==> config.mk <==
export PLATFORM = sky130hd
export DESIGN_NAME = ppu_timing
export DESIGN_NICKNAME = d
export VERILOG_FILES = /design/src/hw/ppu_pkg.sv /design/src/hw/ppu_timing.sv
export SDC_FILE = /design/constraint.sdc
export NUM_CORES = 1
export LEC_CHECK = 0
export ABC_AREA = 1
export BUFFER_PORTS_ARGS = -buffer_cell sky130_fd_sc_hd__buf_2
export CAP_MARGIN = 10
export CORE_ASPECT_RATIO = 0.8
export CORE_MARGIN = 4
export CORE_UTILIZATION = 56
export DETAILED_ROUTE_END_ITERATION = 8
export PLACE_DENSITY_LB_ADDON = 0.15
export SETUP_SLACK_MARGIN = 0.2
export SLEW_MARGIN = 25
export SYNTH_ARGS = -nofsm -noshare
export SYNTH_HDL_FRONTEND = slang
export SYNTH_SLANG_ARGS = --single-unit
==> constraint.sdc <==
create_clock -name clk -period 2.8 [get_ports clk]
set_clock_uncertainty 0.05 [all_clocks]
set_input_delay 0.56 -clock clk [delete_from_list [all_inputs] [get_ports clk]]
set_output_delay 0.56 -clock clk [all_outputs]
set_load 0.03 [all_outputs]
==> src/hw/ppu_pkg.sv <==
package ppu_pkg;

	// Horizontal frame layout in dots.
	localparam logic [9:0] dots_per_line = 10'd341;
	localparam logic [9:0] visible_dots = 10'd256;

	// Window in which the first two tiles of the next line are fetched.
	localparam logic [9:0] prefetch_first = 10'd320;
	localparam logic [9:0] prefetch_last = 10'd335;

	// Picture lines are 1 to visible_lines.
	localparam logic [9:0] visible_lines = 10'd240;

	localparam logic [15:0] nametable_base = 16'h2000;
	localparam logic [15:0] attribute_base = 16'h23C0;

	// One video RAM address, read as a pattern fetch or as a nametable location.
	typedef union packed {
		struct packed {
			logic [2:0] zero;
			logic bank; // Pattern table half.
			logic [7:0] tile;
			logic plane; // High plane sits 8 bytes above the low one.
			logic [2:0] fine_y;
		} pt;
		struct packed {
			logic [1:0] upper; // Ignored by the memory.
			logic [1:0] region; // Upper bit set for nametable space.
			logic [1:0] nt_select;
			logic [4:0] coarse_y;
			logic [4:0] coarse_x;
		} nt;
	} vram_addr_t;

endpackage

==> src/hw/ppu_timing.sv <==
`timescale 1ns/1ps

module ppu_timing #(
	parameter int lines_per_frame = 262
) (
	input  logic clk,
	input  logic reset,
	input  logic run,
	output logic [9:0] x_idx,
	output logic [9:0] scanline
);

	localparam logic [9:0] last_dot = ppu_pkg::dots_per_line - 10'd1;
	localparam logic [9:0] last_line = 10'(lines_per_frame - 1);

	logic end_of_line;
	logic end_of_frame;

	assign end_of_line = x_idx == last_dot;
	assign end_of_frame = scanline == last_line;

	// Dot counter, advances only while enabled.
	always_ff @(posedge clk or posedge reset) begin
		if (reset) begin
			x_idx <= '0;
		end else if (run) begin
			if (end_of_line) begin
				x_idx <= '0;
			end else begin
				x_idx <= x_idx + 10'd1;
			end
		end
	end

	// Line counter steps once per wrap of the dot counter.
	always_ff @(posedge clk or posedge reset) begin
		if (reset) begin
			scanline <= '0;
		end else if (run && end_of_line) begin
			if (end_of_frame) begin
				scanline <= '0; // Back to the pre-render line.
			end else begin
				scanline <= scanline + 10'd1;
			end
		end
	end

endmodule

# Word-level counts from Yosys, hierarchy flattened
# Cells that the tools add are included.
# W data, S select, Z words.
word_totals:
  register_bits: 20
  output_inout_bits: 20
  elab_cells: 9
op_classes:
  addsub: 2
  eq_ne: 2
  muxes: 2
  reduce_logical: 1
ops:
  columns: ["operator", "count"]
  rows:
  - ["$add A10 B1 Y10 const B", 2]
  - ["$eq A10 B9 Y1 const B", 2]
  - ["$mux W10", 2]
  - ["$logic_and A1 B1 Y1", 1]

# Depth between registers and ports, before layout
logic_depth:
  ltp_word: 2
  depth_mapped: 9
  mapped_depth_nobuf: 9

# Least setup slack after synthesis
# No wires, ideal clock.
synth_timing:
  kind: "flip-flop to flip-flop"
  startpoint: "register x_idx[0]"
  endpoint: "register scanline[1]"
  setup_time_ns: 0.118
  t_arrival_ns: 1.442
  required_time_ns: 2.632
  slack_ns: 1.190
  stages_incl_launch_ff: 9
  period_less_slack_ns: 1.610
  cell_sequence: "dfrtp_1 > inv_1 > ha_1 > nand2_1 > nor2_1 > nand4_1 > clkinv_1 > nand2_1 > o21ai_2"
synth_via:
  elab_chain_len: 2
synth_rtl:
  columns: ["element", "line", "rtl"]
  rows:
  - ["from (decl)", "ppu_timing.sv:9", "output logic [9:0] x_idx,"]
  - ["from (signal assigned)", "ppu_timing.sv:30", "x_idx <= x_idx + 10'd1;"]
  - ["$eq A10 B9 Y1", "ppu_timing.sv:19", "assign end_of_line = x_idx == last_dot;"]
  - ["$logic_and A1 B1 Y1", "ppu_timing.sv:39", "end else if (run && end_of_line) begin"]
  - ["to (signal assigned)", "ppu_timing.sv:43", "scanline <= scanline + 10'd1;"]
  - ["to (decl)", "ppu_timing.sv:10", "output logic [9:0] scanline"]
# Every way passes these cells.
# A chain may end at the register's enable or synchronous reset.

# Worst setup path after layout
layout_timing:
  startpoint: "register x_idx[0]"
  endpoint: "register scanline[9]"
# Same word-level chain as after synthesis.

==> results.yml <==
status:
  outcome: "completed"
flow_run:
  maxCapViolations: 0
cts:
  cts_root_buf: "clkbuf_4"
  cts_tree: "built"
  insertion_delay_ns: 0.29
  h-tree-depth: 1
  clk_path_buf_depth: 2
  numCtsBuffers: 3
  cts_sinks: 20
  holdBufCountCts: 0
  cts.reportedPaths.clkPinSlew_ns: 0.11
  cts_setup_buffers: 0
  ctsResizeCount: 0
sta:
  setup_viol: 0
  tightest_slew_ns: 0.743
  hold_violations: 0
  final_max_slew_viol_count: 0
  period_share_pct: 59.7
  fin_setup_tns_ns: 0
  max_slew_margin_pct: 50.4
  rsz0062_at_grt: "false"
  fin_crit_ns: 1.67
  max_freq_mhz: 598
  layout_setup_ws_ns: 1.13
  holdWs_ns: 0.321
routing:
  drc: 0
  drtIter0Drc: 60
  num_vias: 1132
  wl_per_cell_um: 11.7
  routed_wl_um: 2640
  postRouteAntennaNets: 0
  vias_per_cell: 5.03
  drt_first_pass_iters: 4
logic_synthesis:
  netlist_instances: 177
  yosysSeqAreaShare_pct: 39.3
  synth_nets: 184
  synth-seq-cells: 20
  syn_area_um2: 1270
  postSynthAreaPerCell_um2: 7.19
  yosysUniqueCellTypes: 22
  ys_warn_count: 0
setup_path:
  critPathMostFrequentCell: "inv_1"
  r2r-end: "scanline[9]"
  cp_top_family: "simple AND/OR/NAND/NOR gates"
  cp-end-kind: "register"
  r2r_start: "x_idx[0]"
  reg2regPathDepth: 7
  worstPathArrival_ns: 1.80
  start_kind: "register"
  cp_slowest_cell: "dfrtp_1"
  slowest_delay_ns: 0.42
  reg2reg_slack_ns: 1.13
  cp_num_buf_inv: 2
  path_cells: "inv_1, ha_1, inv_1, nor2_2, nand4_2, nand2_1, o21ai_1"
  required_ns: 2.92
  worstPathMaxFanout: 12
  critPathKind: "register to register"
pwr:
  p_int_mw: 0.491
  p_total_mw: 0.881
  p_sw_mw: 0.390
  clkPwrFrac_pct: 15.1
  ir_worst_vdd_mv: 0.614
  power.density_nw_per_um2: 620
  combPwrFrac_pct: 38.0
  pwr-share-seq_pct: 46.9
  swShare_pct: 44.2
  p_leak_nw: 0.740
place:
  dp_cells: 222
  pre_cts_ws_ns: 1.14
  place_area_um2: 1400
  place.gp.congestion: 0.851
  port_buffers: 22
  place_hpwl_um: 1980
finish:
  drive_gt1_share_pct: 18.0
  utilization_pct: 65.8
  nNetsFinal: 209
  antenna_cells: 0
  area_growth_syn_to_layout_pct: 11.6
  fin_area_um2: 1420
  stdcell_count: 225
grt:
  first_global_vias: 1054
  track_usage_pct: 19.9
  grt_max_degree: 21
  grt_pass1_wl_um: 4670
  grt_overflow_total: 0
  antenna_found_initial: 0
die:
  initial_core_util_pct: 59.0
  die_x_um: 61.3
  coreArea_um2: 2160
  dieArea_um2: 3100
  rows: 15
  io_pins: 23
  die_h_um: 50.6
hold_path:
  hp-class: "input port to async pin"
## metal layers
metal | up-vias | global-route usage (%) | share of wire [%]
met5 | - | 0 | 0
met4 | 0 | 4.69 | 0.53
met3 | 2 | 4.88 | 6.0
met2 | 28 | 27.3 | 42
met1 | 507 | 30.9 | 51
li1 | 595 | - | -
## power by group through the flow
| stage | combinational (mW) | sequential [mW] | clock [mW] |
|---|---|---|---|
| 3_5_place_dp | 0.333 | 0.417 | 0 |
| 4_1_cts | 0.337 | 0.412 | 0.139 |
| 3_3_place_gp | 0.329 | 0.415 | 0 |
| 5_1_grt | 0.372 | 0.425 | 0.152 |
| 2_1_floorplan | 0.155 | 0.500 | 0 |
| 6_report | 0.335 | 0.413 | 0.133 |
## worst register-to-register path, delay by kind of cell, from the launching register on
family / cells / cell delay (ns)
flip-flops: 1 / 0.42
AND/OR/NAND/NOR: 3 / 0.62
adder cells (fa/ha/maj): 1 / 0.19
AO/OA/AOI/OAI: 1 / 0.08
buffers and inverters: 2 / 0.20
## cells in the final DEF, fill, tap and decap left out
master | Yosys | routed
nand2_1 | 56 | 56
inv_1 | 24 | 24
nor2_1 | 23 | 23
buf_2 | 1 | 22
dfrtp_1 | 20 | 20
nand3_1 | 17 | 17
xnor2_1 | 5 | 5
o21ai_2 | 4 | 4
xor2_1 | 4 | 4
ha_1 | 4 | 4
nor2_2 | 3 | 3
o21ai_0 | 3 | 3
o21ai_1 | 3 | 3
clkbuf_4 | 0 | 3
nand4_1 | 2 | 2
nand2_2 | 1 | 1
nand4_2 | 1 | 1
nor2_4 | 1 | 1
nand3b_1 | 1 | 1
nand3_2 | 1 | 1
clkinv_1 | 1 | 1
o21bai_1 | 1 | 1
## cells in the mapped netlist
master	count	share of area (%)
buf_6	1	0.88
nand2_2	1	0.49
nand3_2	1	0.79
nor2_2	3	1.5
nor2_1	23	6.8
xor2_1	4	2.8
nor2_4	1	0.88
dfrtp_1	20	39
ha_1	4	3.9
nand4_2	1	0.98
nand2_1	56	17
o21ai_0	3	1.2
xnor2_1	5	3.4
inv_1	24	7.1
buf_2	1	0.39
o21ai_2	4	2.8
o21ai_1	3	1.2
nand4_1	2	0.98
nand3b_1	1	0.59
clkinv_1	1	0.29
o21bai_1	1	0.59
nand3_1	17	6.7
## logic make-up (layout without fill, tap and decap cells)
family,after synthesis,in the layout,share of synthesized area (%)
buffers and inverters,27,50,8.65
XOR/XNOR,9,9,6.19
AND/OR/NAND/NOR,106,106,36.2
flip-flops,20,20,39.3
AO/OA/AOI/OAI,11,11,5.70
adder cells (fa/ha/maj),4,4,3.93
## layout make-up
cell class                      instances  area [um2]
Tap cell                               25        31.3
Sequential cell                        20         500
Clock buffer                            3        22.5
Inverter                               25        93.8
Fill cell                             210         738
Multi-Input combinational cell        130         662
Timing Repair Buffer                   22         110
## worst max path at each step
stage              from          end  slack (ns)  cells past startpoint
3_3_place_gp   x_idx[0]  scanline[8]        1.25                      7
3_5_place_dp   x_idx[0]  scanline[9]        1.14                      7
2_1_floorplan  x_idx[0]  scanline[1]        1.19                      8
5_1_grt        x_idx[0]  scanline[7]        0.93                      7
6_report       x_idx[0]  scanline[9]        1.13                      7
4_1_cts        x_idx[0]  scanline[9]        1.11                      7
## registers in the layout, summed over array words and instances (netlist names)
| signal | flops |
|---|---|
| x_idx | 10 |
| scanline | 10 |
(Power assumes the default switching activity.)
