## src/hw/ppu_pkg.sv

```systemverilog
package ppu_pkg;

	// Horizontal frame layout in dots.
	localparam logic [9:0] dots_per_line = 10'd341;
	localparam logic [9:0] visible_dots = 10'd256;

	// Window in which the first two tiles of the next line are fetched.
	localparam logic [9:0] prefetch_first = 10'd320;
	localparam logic [9:0] prefetch_last = 10'd335;

	// Picture lines are 1 to visible_lines.
	localparam logic [9:0] visible_lines = 10'd240;

	localparam logic [15:0] nametable_base = 16'h2000;
	localparam logic [15:0] attribute_base = 16'h23C0;

	// One video RAM address, read as a pattern fetch or as a nametable location.
	typedef union packed {
		struct packed {
			logic [2:0] zero;
			logic bank; // Pattern table half.
			logic [7:0] tile;
			logic plane; // High plane sits 8 bytes above the low one.
			logic [2:0] fine_y;
		} pt;
		struct packed {
			logic [1:0] upper; // Ignored by the memory.
			logic [1:0] region; // Upper bit set for nametable space.
			logic [1:0] nt_select;
			logic [4:0] coarse_y;
			logic [4:0] coarse_x;
		} nt;
	} vram_addr_t;

endpackage

```

## src/hw/ppu_bg.sv

```systemverilog
`timescale 1ns/1ps

module ppu_bg (
	input  logic clk,
	input  logic reset,
	input  logic [7:0] vram_data,
	output logic [15:0] vram_addr,
	output logic [3:0] pixel,
	input  logic [9:0] x_idx,
	input  logic [9:0] scanline,
	input  logic bg_pt_addr,
	input  logic [2:0] fine_x_scroll
);

	logic in_visible;
	logic in_prefetch;
	logic in_active;
	logic [9:0] y_idx; // Picture row being fetched.
	logic [5:0] fetch_col; // Tile column being fetched, up to 33.
	logic [15:0] nt_addr;
	ppu_pkg::vram_addr_t pt_addr;

	logic [7:0] tile_index;
	logic [5:0] at_idx;
	logic next_at_high;
	logic next_at_low;
	logic [7:0] pt_in_low;
	logic [7:0] pt_in_high;

	// Shift registers, bit 0 is the pixel on screen now.
	logic [15:0] pt_low_sr;
	logic [15:0] pt_high_sr;
	logic [8:0] at_low_sr;
	logic [8:0] at_high_sr;

	// Leftmost pattern pixel is bit 7, so it has to land lowest.
	function automatic logic [7:0] bit_reverse(input logic [7:0] b);
		logic [7:0] r;
		for (int i = 0; i < 8; i++) begin
			r[i] = b[7 - i];
		end
		return r;
	endfunction

	assign in_visible = x_idx < ppu_pkg::visible_dots;
	assign in_prefetch = (x_idx >= ppu_pkg::prefetch_first) &&
		(x_idx <= ppu_pkg::prefetch_last);
	assign in_active = in_visible || in_prefetch;

	// The prefetch works on the row of the coming line.
	assign y_idx = in_visible ? scanline - 10'd1 : scanline;

	// Two tiles ahead while drawing, tiles 0 and 1 during the prefetch.
	assign fetch_col = in_visible ? {1'b0, x_idx[7:3]} + 6'd2 : {5'd0, x_idx[3]};

	// Flat offset, so columns 32 and 33 spill into the next row.
	assign nt_addr = ppu_pkg::nametable_base + {4'd0, y_idx[9:3], 5'd0} +
		{10'd0, fetch_col};

	always_comb begin
		pt_addr = '0;
		pt_addr.pt.bank = bg_pt_addr;
		pt_addr.pt.tile = tile_index;
		pt_addr.pt.plane = x_idx[0]; // Low plane in phase 4, high in phase 5.
		pt_addr.pt.fine_y = y_idx[2:0];
	end

	assign pixel = {at_high_sr[fine_x_scroll], at_low_sr[fine_x_scroll],
		pt_high_sr[fine_x_scroll], pt_low_sr[fine_x_scroll]};

	always_ff @(posedge clk or posedge reset) begin
		if (reset) begin
			vram_addr <= '0;
			tile_index <= '0;
			at_idx <= '0;
			next_at_high <= 1'b0;
			next_at_low <= 1'b0;
			pt_in_low <= '0;
			pt_in_high <= '0;
			pt_low_sr <= '0;
			pt_high_sr <= '0;
			at_low_sr <= '0;
			at_high_sr <= '0;
		end else if (in_active) begin
			// Top bit holds, so the attribute fills in behind the shift.
			pt_low_sr <= {pt_low_sr[15], pt_low_sr[15:1]};
			pt_high_sr <= {pt_high_sr[15], pt_high_sr[15:1]};
			at_low_sr <= {at_low_sr[8], at_low_sr[8:1]};
			at_high_sr <= {at_high_sr[8], at_high_sr[8:1]};

			case (x_idx[2:0])
				3'd0: vram_addr <= nt_addr;
				3'd1: begin
					tile_index <= vram_data;
					at_idx <= {y_idx[7:5], fetch_col[4:2]}; // 32 by 32 block.
				end
				3'd2: vram_addr <= ppu_pkg::attribute_base + {10'd0, at_idx};
				3'd3: begin
					// Quadrant within the block.
					case ({y_idx[4], fetch_col[1]})
						2'b11: {next_at_high, next_at_low} <= vram_data[7:6];
						2'b10: {next_at_high, next_at_low} <= vram_data[5:4];
						2'b01: {next_at_high, next_at_low} <= vram_data[3:2];
						2'b00: {next_at_high, next_at_low} <= vram_data[1:0];
					endcase
				end
				3'd4: vram_addr <= pt_addr;
				3'd5: begin
					pt_in_low <= vram_data;
					vram_addr <= pt_addr;
				end
				3'd6: pt_in_high <= vram_data;
				3'd7: begin
					// Load the new tile above the one now on screen.
					pt_low_sr <= {bit_reverse(pt_in_low), pt_low_sr[8:1]};
					pt_high_sr <= {bit_reverse(pt_in_high), pt_high_sr[8:1]};
					at_low_sr <= {next_at_low, at_low_sr[8:1]};
					at_high_sr <= {next_at_high, at_high_sr[8:1]};
				end
			endcase
		end
	end

endmodule

```

## config.mk

```make
export PLATFORM = sky130hd
export DESIGN_NAME = ppu_bg
export DESIGN_NICKNAME = d
export VERILOG_FILES = /design/src/hw/ppu_pkg.sv /design/src/hw/ppu_bg.sv
export SDC_FILE = /design/constraint.sdc
export NUM_CORES = 1
export LEC_CHECK = 0
export BUFFER_PORTS_ARGS = -buffer_cell sky130_fd_sc_hd__buf_2
export CORE_ASPECT_RATIO = 0.7
export CORE_MARGIN = 2
export CORE_UTILIZATION = 40
export DETAILED_ROUTE_END_ITERATION = 6
export GPL_ROUTABILITY_DRIVEN = 0
export PLACE_DENSITY = 0.54
export SLEW_MARGIN = 20
export SYNTH_ARGS = -nofsm -noshare
export SYNTH_HDL_FRONTEND = slang
export SYNTH_SLANG_ARGS = --single-unit
```

## constraint.sdc

```tcl
create_clock -name clk -period 6.3 [get_ports clk]
set_clock_uncertainty 0.15 [all_clocks]
set_input_delay 1.26 -clock clk [delete_from_list [all_inputs] [get_ports clk]]
set_output_delay 1.26 -clock clk [all_outputs]
set_load 0.005 [all_outputs]
```

# [After elaboration in Yosys (flattened, before gate mapping)]
# Cells that the tools add are included.
[totals] register_bits=98 input_bits=34 output_inout_bits=20 elab_cells=61
[classes] addsub=5 magnitude_cmp=4 eq_ne=10 n_mux=15 reduce_logical=12
[op_table] op="$pmux W16 S3" n=1
[op_table] op="$mux W15" n=2
[op_table] op="$add A15 B6 Y16" n=1
[op_table] op="$add A14 B12 Y15 const A" n=1
[op_table] op="$add A14 B6 Y15 const A" n=1
[op_table] op="$bmux W1 S3" n=4
[op_table] op="$eq A3 B3 Y1 const B" n=4
[op_table] op="$reduce_and A2 Y1" n=6
[op_table] op="$ge A10 B9 Y1 const B" n=1
[op_table] op="$le A10 B9 Y1 const B" n=1
[op_table] op="$lt A10 B9 Y1 const B" n=1
[op_table] op="$mux W10" n=1
[op_table] op="$sub A10 B1 Y10 const B" n=1
[op_table] op="$pmux W1 S4" n=2
[op_table] op="$add A5 B2 Y6 const B" n=1
[op_table] op="$eq A3 B2 Y1 const B" n=2
[op_table] op="$mux W6" n=1
[op_table] op="$lt A3 B5 Y1 const B" n=1
[op_table] op="$eq A2 B2 Y1 const B" n=2
[op_table] op="$mux W1" n=4
[op_table] op="$eq A3 B1 Y1 const B" n=1
[op_table] op="$logic_not A3 Y1" n=1
[op_table] op="$reduce_bool A3 Y1" n=1
[op_table] op="$eq A2 B1 Y1 const B" n=1
[op_table] op="4 further kinds" n=4

# [Longest topological paths before layout]
[logic_depth] ltp_word=5 ltp_mapped=13 ltp_nobuf=12

# [Worst setup path after synthesis]
# Ideal clock, no wire load.
[synth_timing] kind="in2out" from="in fine_x_scroll[0]" to="out pixel[0]" t_arrival_ns=2.478 t_required_ns=4.890 path_slack_ns=2.412 path_stages=3 n_path_buf=1 path_cell_list="clkbuf_1 > mux4_2 > mux2_2"
[synth_between] elab_chain_cells=2
[synth_rtl] element="from (decl)" line="ppu_bg.sv:12" rtl="input logic [2:0] fine_x_scroll"
[synth_rtl] element="$bmux W1 S3" line="ppu_bg.sv:69" rtl="pt_high_sr[fine_x_scroll], pt_low_sr[fine_x_scroll]};"
[synth_rtl] element="$mux W1 (not written as such)" line="ppu_bg.sv:69"
[synth_rtl] element="to (decl)" line="ppu_bg.sv:8" rtl="output logic [3:0] pixel,"
# No other way between the ends. The select of a mux whose other input is x is not followed.

# [Final worst setup path]
[layout_timing] from="in x_idx[1]" to="reg at_low_sr[8]"
[layout_between] elab_chain_cells=4 elab_cells_between_ends=7 cone_classes="order compare (3); eq/ne (1); reduce/logical (3)"
[layout_rtl] element="from (decl)" line="ppu_bg.sv:9" rtl="input logic [9:0] x_idx,"
[layout_rtl] element="$ge A10 B9 Y1 or $le A10 B9 Y1 (tied branches)" line="ppu_bg.sv:46, ppu_bg.sv:47"
[layout_rtl] element="$logic_and A1 B1 Y1" line="ppu_bg.sv:46" rtl="assign in_prefetch = (x_idx >= ppu_pkg::prefetch_first) &&"
[layout_rtl] element="$logic_or A1 B1 Y1" line="ppu_bg.sv:48" rtl="assign in_active = in_visible || in_prefetch;"
[layout_rtl] element="$reduce_and A2 Y1 (no source line) (*)"
[layout_rtl] element="to (signal assigned)" line="ppu_bg.sv:88" rtl="at_low_sr <= {at_low_sr[8], at_low_sr[8:1]};"
[layout_rtl] element="to (signal assigned)" line="ppu_bg.sv:117" rtl="at_low_sr <= {next_at_low, at_low_sr[8:1]};"
[layout_rtl] element="to (decl)" line="ppu_bg.sv:33" rtl="logic [8:0] at_low_sr;"
# Every way passes the cells marked *; elsewhere a longest branch is shown, timed or not.
# A chain may end at the register's enable or synchronous reset.

==> results.cfg <==
[global_routing]
antenna_found_initial = 0
grtUsageTotal = 0.1879
grt_pass1_vias = 3383
grt_max_degree = 71
grt_pass1_wl_mm = 18.66
grt-ovfl-total = 0

[timing]
rsz0062_at_grt = no
max_slew.worst_pin.slew_ns = 0.8847
fmax_mhz = 252.9
final_hold_viol_count = 0
fin_setup_tns_ns = 0
fin_crit_sh = 0.6276
setup_viol = 0
relSlewSlack = 0.4102
slew_violations = 0
min_period_ns = 3.954

[detailed_routing]
dr.pass1.iters = 5
top_layer_used = met4
avgRoutedWirePerCell_um = 16.84
wl_met2_mm = 4.453
drt_iter0_drc = 278
wl_met1_mm = 6.219
final_antenna_net_count = 0
wl_mm = 11.55
drc = 0
via_per_inst = 5.287
num_vias = 3627
wl_met3_um = 809

[synthesis]
yosysSeqAreaShare = 0.4921
postSynthAreaPerCell_um2 = 10.07
synthDistinctLibCells = 57
synthArstFlopShare = 1.000
synth_ff_type = dfrtp_1
synth-seq-cells = 96
yosys_warnings = 0
synth_edf_count = 0
syn_area_mm2 = 0.004882
syn_inst = 485

[clocking]
cts_buffers = 9
clk_root_buffer_cell = clkbuf_16
clk_pin_slew_ns = 0.07
htree_levels = 3
clkLatencyLatePin_ns = 0.34
cts_tree = done
post_cts_buffers = 0
clk_path_buf_depth = 2
cts_hold_buf = 0
ctsResizeCount = 0
cts.sinks = 96

[die]
initial_core_util = 0.4134
num_rows = 33
dieArea_mm2 = 0.01312
die_h_um = 96.43
chipWidth_um = 136.0
io_pins = 54
core_area_mm2 = 0.01181

[power_and_ir_drop]
power_density_mw_per_mm2 = 306.8
ir_drop_v = 0.0001290
power.leakage_nw = 2.650

[setup_path]
start_kind = input port
cp.required_ns = 6.38
crit_path_end_kind = register
crit_type = in -> reg
path_max_fanout = 53
r2r_slack_ns = 4.88
cp_data_arrival_time_ns = 4.03

[final_layout]
syn2layout_area_growth_pct = 13.48
diodes = 0
fin_nets = 564
stdcell_area_mm2 = 0.005540
fill_cells = 1140
drive_gt1_frac = 0.2344

[placement]
place_hpwl_mm = 8.332
io_buffers = 51
dpl_cell_area_mm2 = 0.005259

[run]
timing.max_cap.violations = 0

[outcome]
status = completed

[min_path]
min_path_type = reg -> reg
==> registers in the layout (all words and copies together), names as in the netlist <==
name	cells
at_low_sr	9
vram_addr	14
tile_index	8
at_high_sr	9
next_at_low	1
at_idx	6
pt_in_low	8
pt_low_sr	16
pt_high_sr	16
pt_in_high	8
next_at_high	1
==> report_power, final <==
group | leakage [nW] | internal, mW | total, mW | switching [mW]
sequential | 1.23 | 0.769 | 0.866 | 0.0975
clock | 0.135 | 0.279 | 0.515 | 0.236
combinational | 1.29 | 0.159 | 0.319 | 0.160
==> metrics by stage <==
stage | util | worst slack [ns] | hold WS [ns] | power, mW | std cells
CTS | 0.4692 | 2.353 | 0.3303 | 1.721 | 686
floorplan | - | 2.385 | 0.2848 | 1.075 | 486
detailed placement | 0.4453 | 1.994 | 0.3109 | 1.198 | 670
global route | 0.4692 | 2.022 | 0.3614 | 1.810 | 686
global placement | 0.4453 | 2.033 | 0.3045 | 1.189 | 670
finish | 0.4692 | 2.346 | 0.3237 | 1.700 | 686
==> cell usage after synthesis (4+ instances only) <==
cell / count / area [um2]
nand2_1: 131 / 491.7
dfrtp_1: 96 / 2402
mux2_2: 35 / 394.1
o21ai_0: 26 / 130.1
clkbuf_1: 22 / 82.58
nor2_1: 22 / 82.58
mux2i_1: 17 / 170.2
inv_1: 14 / 52.55
mux4_2: 10 / 225.2
or3_1: 8 / 50.05
a21oi_1: 7 / 35.03
ha_1: 6 / 75.07
nand3_1: 6 / 30.03
nor3_1: 5 / 25.02
o211ai_1: 5 / 37.54
or4_1: 5 / 37.54
xnor2_1: 5 / 43.79
xor2_1: 4 / 35.03
==> layer usage <==
metal | track usage | up-vias
li1 | - | 1773
met1 | 0.3151 | 1735
met2 | 0.2341 | 114
met3 | 0.04643 | 5
met4 | 0.03906 | 0
met5 | 0 | -
==> layout by cell type (no fill, tap or decap), types with 6 or more instances in the layout <==
cell type / netlist / routed
dfrtp_1: 96 / 96
a21oi_1: 7 / 7
buf_2: 3 / 51
mux2_2: 35 / 35
or3_1: 8 / 8
ha_1: 6 / 6
nand3_1: 6 / 6
mux2i_1: 17 / 17
inv_1: 14 / 13
clkbuf_16: 0 / 9
nor2_1: 22 / 21
nand2_1: 131 / 130
o21ai_0: 26 / 26
mux4_2: 10 / 10
==> critical path, stage by stage <==
cell      delay (ns)
buf_2           0.38
nand3_2         0.57
o211ai_1        0.51
nand2_2         0.22
buf_4           0.34
nor2_1          0.34
mux2_2          0.38
==> area by class of cell <==
type	instances	area [um2]	share of cell area
clock buffer	10	239.0	0.04313
multi-input combinational	348	2320	0.4187
sequential	96	2402	0.4336
clock inverter	6	42.54	0.007678
tap	157	196.4	0.03546
timing repair buffer	55	285.3	0.05149
inverter	14	55.05	0.009937
==> path summary, 6_finish.rpt <==
kind | cells past startpoint | start | end
worst max-delay path | 7 | x_idx[1] | at_low_sr[8]
worst min-delay path | 2 | pt_high_sr[8] | pt_high_sr[7]
worst max register to register | 3 | at_idx[3] | vram_addr[3]
worst min register to register | 2 | pt_high_sr[8] | pt_high_sr[7]
max in group asynchronous | 3 | reset | at_low_sr[8]
min in group asynchronous | 2 | reset | vram_addr[2]
==> kinds of logic after synthesis <==
group	Yosys count	synth area share
AOI/OAI and AO/OA	66	0.09124
xor gates and xnor gates	9	0.01614
adders and majority gates	6	0.01538
buffers and inverters	42	0.03460
DFF	96	0.4921
muxes	62	0.1617
other	1	0.0007681
and+or+nand+nor	203	0.1881
(Power assumes the default switching activity.)
