## src/hw/ppu_pkg.sv

```systemverilog
package ppu_pkg;

	// Horizontal frame layout in dots.
	localparam logic [9:0] dots_per_line = 10'd341;
	localparam logic [9:0] visible_dots = 10'd256;

	// Window in which the first two tiles of the next line are fetched.
	localparam logic [9:0] prefetch_first = 10'd320;
	localparam logic [9:0] prefetch_last = 10'd335;

	// Picture lines are 1 to visible_lines.
	localparam logic [9:0] visible_lines = 10'd240;

	localparam logic [15:0] nametable_base = 16'h2000;
	localparam logic [15:0] attribute_base = 16'h23C0;

	// One video RAM address, read as a pattern fetch or as a nametable location.
	typedef union packed {
		struct packed {
			logic [2:0] zero;
			logic bank; // Pattern table half.
			logic [7:0] tile;
			logic plane; // High plane sits 8 bytes above the low one.
			logic [2:0] fine_y;
		} pt;
		struct packed {
			logic [1:0] upper; // Ignored by the memory.
			logic [1:0] region; // Upper bit set for nametable space.
			logic [1:0] nt_select;
			logic [4:0] coarse_y;
			logic [4:0] coarse_x;
		} nt;
	} vram_addr_t;

endpackage

```

## src/hw/ppu_palette.sv

```systemverilog
`timescale 1ns/1ps

module ppu_palette (
	input  logic clk,
	input  logic reset,
	input  logic [3:0] pixel,
	input  logic [9:0] x_idx,
	input  logic [9:0] scanline,
	input  logic we,
	input  logic [4:0] waddr,
	input  logic [5:0] wdata,
	output logic [5:0] colour,
	output logic pixel_valid
);

	logic [5:0] pal_mem [32];

	logic [4:0] pal_idx;
	logic visible;

	// Transparent pattern shows the backdrop colour.
	assign pal_idx = (pixel[1:0] == 2'b00) ? 5'd0 : {1'b0, pixel};

	assign visible = (x_idx < ppu_pkg::visible_dots) &&
		(scanline >= 10'd1) &&
		(scanline <= ppu_pkg::visible_lines);

	always_ff @(posedge clk) begin
		if (we) begin
			pal_mem[waddr] <= wdata;
		end
	end

	// One cycle behind the dot it describes.
	always_ff @(posedge clk or posedge reset) begin
		if (reset) begin
			colour <= '0;
			pixel_valid <= 1'b0;
		end else begin
			colour <= pal_mem[pal_idx];
			pixel_valid <= visible;
		end
	end

endmodule

```

## config.mk

```make
export PLATFORM = sky130hd
export DESIGN_NAME = ppu_palette
export DESIGN_NICKNAME = d
export VERILOG_FILES = /design/src/hw/ppu_pkg.sv /design/src/hw/ppu_palette.sv
export SDC_FILE = /design/constraint.sdc
export NUM_CORES = 1
export LEC_CHECK = 0
export BUFFER_PORTS_ARGS = -buffer_cell sky130_fd_sc_hd__buf_2
export CAP_MARGIN = 20
export CORE_MARGIN = 2
export CORE_UTILIZATION = 42
export DETAILED_ROUTE_END_ITERATION = 10
export HOLD_SLACK_MARGIN = 0.15
export SYNTH_ARGS = -nofsm -noshare
export SYNTH_HDL_FRONTEND = slang
export SYNTH_SLANG_ARGS = --single-unit
```

## constraint.sdc

```tcl
create_clock -name clk -period 2.8 [get_ports clk]
set_input_delay 0 -clock clk [delete_from_list [all_inputs] [get_ports clk]]
set_output_delay 0 -clock clk [all_outputs]
set_load 0.02 [all_outputs]
```

Yosys cells after proc, flatten, opt, wreduce, memory -nomap -nowiden
Memory sizes are Yosys's and may differ from the RTL's. A register that Yosys moved wholly into a read port is not among the register bits.
Cells that the tools add are included.
- order comparisons: 3
- muxes and demuxes: 3
- reductions and logical operators: 3
- operator list (cell ; number):
    greater-or-equal comparator 10 x 1 -> 1 bit, second input constant ; 1
    <= comparator 10 x 8 -> 1 bit, second input constant ; 1
    < comparator 10 x 9 -> 1 bit, second input constant ; 1
    2-to-1 mux 4 bit ; 1
    logical AND 1 bit ; 2
    zero test 2 bit ; 1
    2-to-1 mux 1 bit ; 2
- register bits after elaboration: 1
- bits in writable memories: 192
- input port bits: 38
- output and inout port bits: 7
- logic and storage cells: 11
- memories: 1
- memory list (name ; words ; bits a word ; rd ports ; clocked after memory_dff ; write ports ; line ; RTL):
    pal_mem ; 32 ; 6 ; 1 ; 1 ; 1 ; ppu_palette.sv:16 ; logic [5:0] pal_mem [32];

Logic depth before layout (Yosys ltp)
Gate-level depths: netlist of the first run.
- word-level depth: 3
- mapped depth: 7
- depth with buffers taken out: 4

Worst setup path before layout of the first run
No wires, ideal clock.
- path type: input to register
- from: input port waddr[4]
- to: memory pal_mem[0][0], enable pin
- setup time: 0.377 ns
- arrival: 0.985 ns
- data required time: 2.423 ns
- slack: 1.438 ns
- stages on the path: 3
- buffers on the path: 0
- cell sequence: nand2b_1 or3_1 nor3_1
- RTL lines (element ; line ; RTL):
    start: declaration ; ppu_palette.sv:10 ; input logic [4:0] waddr,
    end: declaration ; ppu_palette.sv:16 ;
No word-level cell before the write port.

Final worst setup path of the first run
- from: input port scanline[7]
- to: register pixel_valid
- longest elaborated chain between the ends: 3
- elaborated cells on any way between the ends: 4
- those cells by class: order compare: 2; reduce/logical: 2
- ends and longest elaborated chain (element ; line ; RTL):
    start: declaration ; ppu_palette.sv:8 ; input logic [9:0] scanline,
    greater-or-equal comparator 10 x 1 -> 1 bit ; ppu_palette.sv:25 ; (scanline >= 10'd1) &&
    logical AND 1 bit ; ppu_palette.sv:24 ; assign visible = (x_idx < ppu_pkg::visible_dots) &&
    logical AND 1 bit * ; ppu_palette.sv:25 ;
    named net visible ; ppu_palette.sv:19 ; logic visible;
    end signal: assignment ; ppu_palette.sv:41 ; pixel_valid <= visible;
    end: declaration ; ppu_palette.sv:13 ; output logic pixel_valid
The timed path passes the listed nets; every way through them passes the cells marked *.

==> flow_summary.yaml, run 1 <==
yosys:
  yosysMostFrequentCell: "edfxtp_1"
  ys_ff_latch: 85
  synth_cells: 222
  syn_area_um2: 3513
  synth_area_leader_cell: "edfxtp_1"
  synth_edf_count: 78
  synthArstFlopShare_pct: 8.235
  synthDistinctLibCells: 38
  synth_top_flop_cell: "edfxtp_1"
  syn_avg_cell_area_um2: 15.83
  ys_seq_area_share_pct: 71.65
  synth_top_area_share_pct: 66.67
  ys_top_cells_by_area: "edfxtp_1 (67%), dfrtp_1 (5.0%), nor2_1 (3.6%)"
  synthesis.nets: 260
  synth_common_cells: "edfxtp_1 (78), nor2_1 (34)"
  yosys_warnings: 0
finish:
  area_growth_pct: 15.42
  drive_above_1_share_pct: 21.22
  fillers: 744
  diodes: 0
  nets: 311
worst_setup_path:
  cp_cell_sequence: "dlygate4sd3_1 > buf_2 > nand4_1 > dlygate4sd3_1 > o21a_1 > dlygate4sd3_1"
  cp_max_fo: 2
  start_kind: "input port"
  crit_arrival_ps: 1980
  cp_slowest_cell: "dlygate4sd3_1"
  cp-end-kind: "flop"
  worst-path-buf-inv: 4
  cp.required_ps: 3030
  cpPeakStageDelay_ps: 580
  crit_top_cell: "dlygate4sd3_1"
  criticalPathCategory: "in -> reg"
  path_delay_family: "buffers and inverters"
routing:
  viasPerCell: 5.418
  routedWlPerCell_um: 19.17
  vias: 2075
  firstDrtPassIters: 4
  totalWireLength_um: 7343
  ant_nets: 0
  drc: 0
  initialDrtViolationCount: 83
floorplanning:
  rows: 33
  start_util_pct: 42.98
  fp.coreArea_um2: 8175
  pin_count: 45
  die_h_um: 95.46
  die-area_um2: 9113
  die_w_um: 95.46
clock_tree:
  cts.sinks: 85
  clk_pin_slew_worst_paths_ps: 80
  root_buffer: "clkbuf_8"
  holdBufCountCts: 15
  clock_latency_ps: 350
  cts_tree: "done"
  cts.repair.resized: 0
  h-tree-depth: 3
  cts_buffers: 9
  post_cts_buffers: 0
  ctsLongestPathBuffers: 2
global_routing:
  grt_overflow: 0
  antenna_found_initial: 0
  grt_max_degree: 48
  grt_pass1_vias: 2071
  grt_pass1_wl_um: 11200
  grt_usage_pct: 17.70
sta:
  maxSlewViolCount: 0
  tightest_slew_ps: 930.1
  rsz0062_at_grt: "false"
  setup-violations-final: 0
  finalClockSkew_ps: 6.319
  hold_viol: 0
  fmax_mhz: 571.2
  fin_crit_sh_pct: 62.53
  min_period_ps: 1751
  holdWs_ps: 220.2
  slew_headroom_pct: 38.00
  finalSetupTns_ps: 0
placed_design:
  gp_congestion: 0.7488
  place_hpwl_um: 4625
  portBuffers: 36
power:
  vdd_drop_max_mv: 0.2951
  power.leakage_nw: 1.391
  power_density_nw_per_um2: 599.6
status:
  status: "finished clean"
job:
  max_cap_violations: 0
min_path:
  min_path_type: "in -> reg"
## worst register-to-register path, delay by kind of cell (launching register included)
kind            cells  cell delay, ps
flops               1             430
mux                 1             520
compound gates      2             360
## cell usage in the layout, fill, tap and decap left out, drive strengths merged, types with 7 or more instances in the layout
cell         instances
nor2                34
mux2i                7
dlygate4sd3         15
nand2b               7
dfrtp                7
buf                 36
nand2                7
edfxtp              78
clkbuf              11
a211oi               7
## cell type report
cell class                 instances  area, um2  share of cell area (%)
inverter                           2      7.507                  0.1851
tap                              105      131.4                   3.240
timing repair buffer              51      330.3                   8.146
sequential                        85       2517                   62.08
clock buffer                      11      131.4                   3.240
clock inverter                     5      51.30                   1.265
multi-input combinational        124      885.9                   21.85
## sequential cells by signal, summed over array words and instances (netlist names)
register     cells
pixel_valid      1
pal_mem         78
colour           6
## path summary, 6_finish.rpt
path	end	cells past startpoint	startpoint	slack, ps
worst min register to register	colour[5]	2	pal_mem[9][5]	680
worst min-delay path	pal_mem[5][4]	3	waddr[2]	220
worst max register to register	colour[3]	3	pal_mem[0][3]	1370
worst max-delay path	pixel_valid	6	scanline[7]	1050
min in group asynchronous	colour[3]	4	reset	670
max in group asynchronous	colour[5]	4	reset	1930
## logic make-up after synthesis
family	count (synthesis)	share of synthesized area, %
mux	19	8.191
flops	85	71.65
compound gates	37	7.408
buf+inv	13	3.134
simple gates	68	9.615
## metal layers
| metal | wire [um] | GRT usage [%] | up-vias |
|---|---|---|---|
| li1 | - | - | 970 |
| met1 | 3379 | 23.86 | 1049 |
| met2 | 3563 | 28.40 | 48 |
| met3 | 322 | 3.874 | 8 |
| met4 | 77 | 6.429 | 0 |
| met5 | 0 | 0 | - |
## stage by stage
stage	setup WS, ps	util [%]	cell area (um2)	power (W)	instances
CTS	1103	49.60	4055	0.002449	383
finish	1049	49.60	4055	0.002432	383
floorplan	1438	-	3513	0.001555	222
detailed placement	985.0	45.53	3722	0.001623	352
global route	1015	49.60	4055	0.002520	383
global placement	984.8	45.53	3722	0.001619	352
## power by group
group          total (W)  switching, W  internal (W)
Sequential       0.00141    0.00000536       0.00141
Clock           0.000824      0.000417      0.000407
Combinational   0.000194      0.000117     0.0000769
No activity file was read; power rests on OpenSTA's default activity.
==> run 2: changes to the inputs <==
==> constraint.sdc (replaced) <==
create_clock -name clk -period 1.6 [get_ports clk]
set_input_delay 0 -clock clk [delete_from_list [all_inputs] [get_ports clk]]
set_output_delay 0 -clock clk [all_outputs]
set_load 0.02 [all_outputs]
==> flow_summary.yaml, run 2 (synthesis results as in run 1) <==
power:
  clkPwrFrac_pct: 30.6
  internal_power_w: 0.003165
  finalPower_w: 0.004104
  power.leakage_nw: 1.523
  p_comb_share_pct: 9.1
  vdd_drop_max_mv: 0.5412
  seqPwrFrac_pct: 60.3
  power_switching_w: 0.0009395
  switching_share_pct: 22.89
  power_density_nw_per_um2: 960.8
finish:
  reg.largest.list: "pal_mem: 78 flops, colour: 6 flops, pixel_valid: 1 flops"
  seq_area_um2: 2517
  final_cell_area_um2: 4272
  drive_above_1_share_pct: 26.07
  area_growth_pct: 21.58
  multi_input_area_um2: 885.9
  nets: 338
  top_register: "pal_mem"
  diodes: 0
  final_cell_mix: "edfxtp_1 (78), buf_2 (36), nor2_1 (34)"
  largest_reg_flops: 78
  layout_commonest_cell: "edfxtp_1"
  fillers: 708
routing:
  wl_met2_um: 3629
  viasPerCell: 5.245
  firstDrtPassIters: 4
  totalWireLength_um: 7601
  wl_met1_um: 3519
  drc: 0
  ant_nets: 0
  vias: 2140
  routed.top_layer: "met4"
  wl_met3_um: 324
  initialDrtViolationCount: 131
  routedWlPerCell_um: 18.63
min_path:
  min_path_type: "in -> reg"
  holdPathEnd: "pal_mem[3][5]"
  hold_start: "waddr[2]"
  hold_depth: 3
floorplanning:
  pin_count: 45
  fp.coreArea_um2: 8175
  die_h_um: 95.46
  start_util_pct: 42.98
  die-area_um2: 9113
  rows: 33
  die_w_um: 95.46
clock_tree:
  holdBufCountCts: 22
  ctsLongestPathBuffers: 2
  clk_pin_slew_worst_paths_ps: 70
  cts_buffers: 9
  cts.sinks: 85
  root_buffer: "clkbuf_8"
  cts_tree: "done"
  clock_latency_ps: 350
  cts.repair.resized: 0
  h-tree-depth: 3
  post_cts_buffers: 0
status:
  status: "finished clean"
sta:
  slew_headroom_pct: 75.74
  holdWs_ps: 203.2
  hold_viol: 0
  tightest_slew_ps: 361.7
  min_period_ps: 1447
  finalSetupTns_ps: 0
  rsz0062_at_grt: "false"
  setup-violations-final: 0
  fin_crit_sh_pct: 90.42
  fmax_mhz: 691.3
  finalClockSkew_ps: 7.647
  maxSlewViolCount: 0
global_routing:
  grt_overflow: 0
  grt_usage_pct: 18.42
  grt_max_degree: 22
  antenna_found_initial: 0
  grt_pass1_vias: 2233
  grt_pass1_wl_um: 11790
worst_setup_path:
  start_kind: "input port"
  reg2reg_depth: 3
  r2r-start: "pal_mem[0][3]"
  criticalPathCategory: "in -> reg"
  r2r_slack_ps: 210
  cp.required_ps: 1830
  cp_max_fo: 13
  crit_arrival_ps: 1680
  cp-end-kind: "flop"
  crit_start: "pixel[2]"
  reg2reg_to: "colour[3]"
placed_design:
  place_area_um2: 3897
  place_hpwl_um: 5071
  gp_congestion: 0.8741
  portBuffers: 36
job:
  max_cap_violations: 0
[run 2: power by group through the flow]
stage	combinational (W)	clock [W]	sequential (W)
2_1_floorplan	0.000173	0	0.00255
4_1_cts	0.000375	0.00129	0.00247
6_report	0.000373	0.00126	0.00247
5_1_grt	0.000408	0.00137	0.00248
3_5_place_dp	0.000337	0	0.00252
3_3_place_gp	0.000332	0	0.00252
[run 2: worst max-delay path, stage by stage]
cell,delay [ps]
dlygate4sd3_1,540
buf_2,270
nand2b_1,220
a211oi_1,390
o32a_1,200
nor4_1,50
[run 2: stage by stage]
stage | setup slack, ps | instances | util (%)
3_3_place_gp | 203.1 | 372 | 47.67
4_1_cts | 185.5 | 408 | 52.25
6_report | 153.3 | 408 | 52.25
5_1_grt | 45.40 | 408 | 52.25
2_1_floorplan | 237.8 | 222 | -
3_5_place_dp | 186.9 | 372 | 47.67
[run 2: worst max-delay path by stage]
stage,endpoint,depth (start not counted)
2_1_floorplan,pal_mem[0][0],3
3_3_place_gp,pal_mem[0][1],5
3_5_place_dp,pal_mem[0][1],5
4_1_cts,colour[0],6
5_1_grt,colour[1],6
6_report,colour[5],6
[run 2: layout make-up]
type	count	share of cell area (%)
clock inverter	5	0.7030
clock buffer	9	2.900
timing repair buffer	78	13.47
multi-input combinational	124	20.74
tap	105	3.076
inverter	2	0.1757
sequential	85	58.93
[run 2: per-layer routing]
layer / vias to the layer above / global-route usage (%)
li1: 1019 / -
met1: 1057 / 23.59
met2: 55 / 30.16
met3: 9 / 4.506
met4: 0 / 7.619
met5: - / 0
==> run 3: changes to the inputs <==
--- a/config.mk
+++ b/config.mk
@@ -9,6 +9,7 @@
 export CAP_MARGIN = 20
 export CORE_MARGIN = 2
 export CORE_UTILIZATION = 42
+export CTS_BUF_LIST = sky130_fd_sc_hd__clkbuf_4
 export DETAILED_ROUTE_END_ITERATION = 10
 export HOLD_SLACK_MARGIN = 0.15
 export SYNTH_ARGS = -nofsm -noshare
==> flow_summary.yaml, run 3 (synthesis results as in run 1) <==
status:
  status: "finished clean"
worst_setup_path:
  cp_cell_sequence: "buf_2 > nand2b_1 > or3_1 > dlygate4sd3_1 > nor2_1 > buf_4"
  cp.required_ps: 1760
  criticalPathCategory: "in -> reg"
  cpPeakStageDelay_ps: 620
  crit_arrival_ps: 1600
  start_kind: "input port"
  cp_slowest_cell: "dlygate4sd3_1"
  cp-end-kind: "flop"
  cp_max_fo: 5
clock_tree:
  cts.sinks: 85
  clk_pin_slew_worst_paths_ps: 130
  cts_buffers: 9
  h-tree-depth: 3
  root_buffer: "clkbuf_4"
  cts_tree: "done"
  clock_latency_ps: 430
  ctsLongestPathBuffers: 2
finish:
  nets: 342
  diodes: 0
  largest_reg_flops: 78
  fillers: 710
  reg.largest.list: "pal_mem: 78 flops, colour: 6 flops, pixel_valid: 1 flops"
  drive_above_1_share_pct: 26.06
  top_register: "pal_mem"
  area_growth_pct: 21.22
  final_cell_mix: "edfxtp_1 (78), buf_2 (36), nor2_1 (34)"
  layout_commonest_cell: "edfxtp_1"
  final_cell_area_um2: 4259
  fin_cells: 412
routing:
  vias: 2173
  routedWlPerCell_um: 18.58
  viasPerCell: 5.274
  initialDrtViolationCount: 149
  firstDrtPassIters: 4
  totalWireLength_um: 7655
  ant_nets: 0
  drc: 0
global_routing:
  grt_overflow: 0
  antenna_found_initial: 0
  grt_pass1_wl_um: 11870
  grt_max_degree: 22
  grt_usage_pct: 18.65
  grt_pass1_vias: 2217
power:
  vdd_drop_max_mv: 0.5065
  finalPower_w: 0.003859
  power.leakage_nw: 1.516
  power_density_nw_per_um2: 906.1
placed_design:
  portBuffers: 36
  post-place-cells: 372
  place_area_um2: 3897
  place_hpwl_um: 5071
  gp_congestion: 0.8741
floorplanning:
  fp.coreArea_um2: 8175
  die-area_um2: 9113
  pin_count: 45
  die_h_um: 95.46
  start_util_pct: 42.98
  rows: 33
  die_w_um: 95.46
sta:
  hold_viol: 0
  maxSlewViolCount: 0
  slew_headroom_pct: 76.30
  finalClockSkew_ps: 15.49
  setup-violations-final: 0
  rsz0062_at_grt: "false"
  fin_crit_sh_pct: 89.96
  fmax_mhz: 694.7
  min_period_ps: 1439
  finalSetupTns_ps: 0
  tightest_slew_ps: 353.4
job:
  max_cap_violations: 0
min_path:
  min_path_type: "in -> reg"
## run 3: cell types whose count changed in the layout (fill, tap and decap cells not counted), sizes merged
cell and delta:
dlygate4sd3 +4
## run 3: layout make-up
| class | instances | area, um2 | area share (%) |
|---|---|---|---|
| Clock inverter | 5 | 30.03 | 0.7051 |
| Clock buffer | 9 | 67.56 | 1.586 |
| Tap cell | 105 | 131.4 | 3.085 |
| Sequential cell | 85 | 2517 | 59.11 |
| Inverter | 2 | 7.507 | 0.1763 |
| Timing Repair Buffer | 82 | 615.6 | 14.45 |
| Multi-Input combinational cell | 124 | 889.6 | 20.89 |
## run 3: final timing paths
path	from	endpoint	slack, ps	cells after the start
worst min-delay path	waddr[3]	pal_mem[10][2]	190	4
max in group asynchronous	reset	colour[5]	800	4
worst max register to register	pal_mem[0][3]	colour[3]	210	3
min in group asynchronous	reset	colour[3]	580	4
worst max-delay path	waddr[4]	pal_mem[3][4]	160	6
worst min register to register	pal_mem[9][5]	colour[5]	690	2
## run 3: metal layers
metal,vias up,GRT usage (%),share of wire (%)
met3,12,4.269,4.3
met5,-,0,0
met1,1074,24.39,46
met4,0,8.214,2.2
met2,59,29.93,47
li1,1028,-,-
## run 3: worst max-delay path, delay by kind of cell
kind / cells / cell delay, ps
buffers and inverters: 3 / 900
and+or+nand+nor: 3 / 700
## run 3: power breakdown
group	total [W]	internal [W]	switching [W]
combinational	0.000379	0.000167	0.000211
clock	0.00101	0.000295	0.000711
sequential	0.00247	0.00246	0.0000101
total	0.00386	0.00293	0.000933
## run 3: what timing repair did
item                       4_1_cts  5_1_grt
setup endpoints to repair        0        1
resized for setup                0        1
setup buffers                    0        0
hold buffers                    24        3
hold endpoints to repair       113        1
## run 3: metrics by stage
step / setup WS (ps) / hold slack [ps] / util [%]
floorplan: 237.8 / -196.6 / -
global placement: 203.1 / -62.15 / 47.67
detailed placement: 186.9 / -63.37 / 47.67
CTS: 29.99 / 180.9 / 51.81
global route: 88.29 / 203.1 / 52.10
finish: 160.6 / 192.8 / 52.10
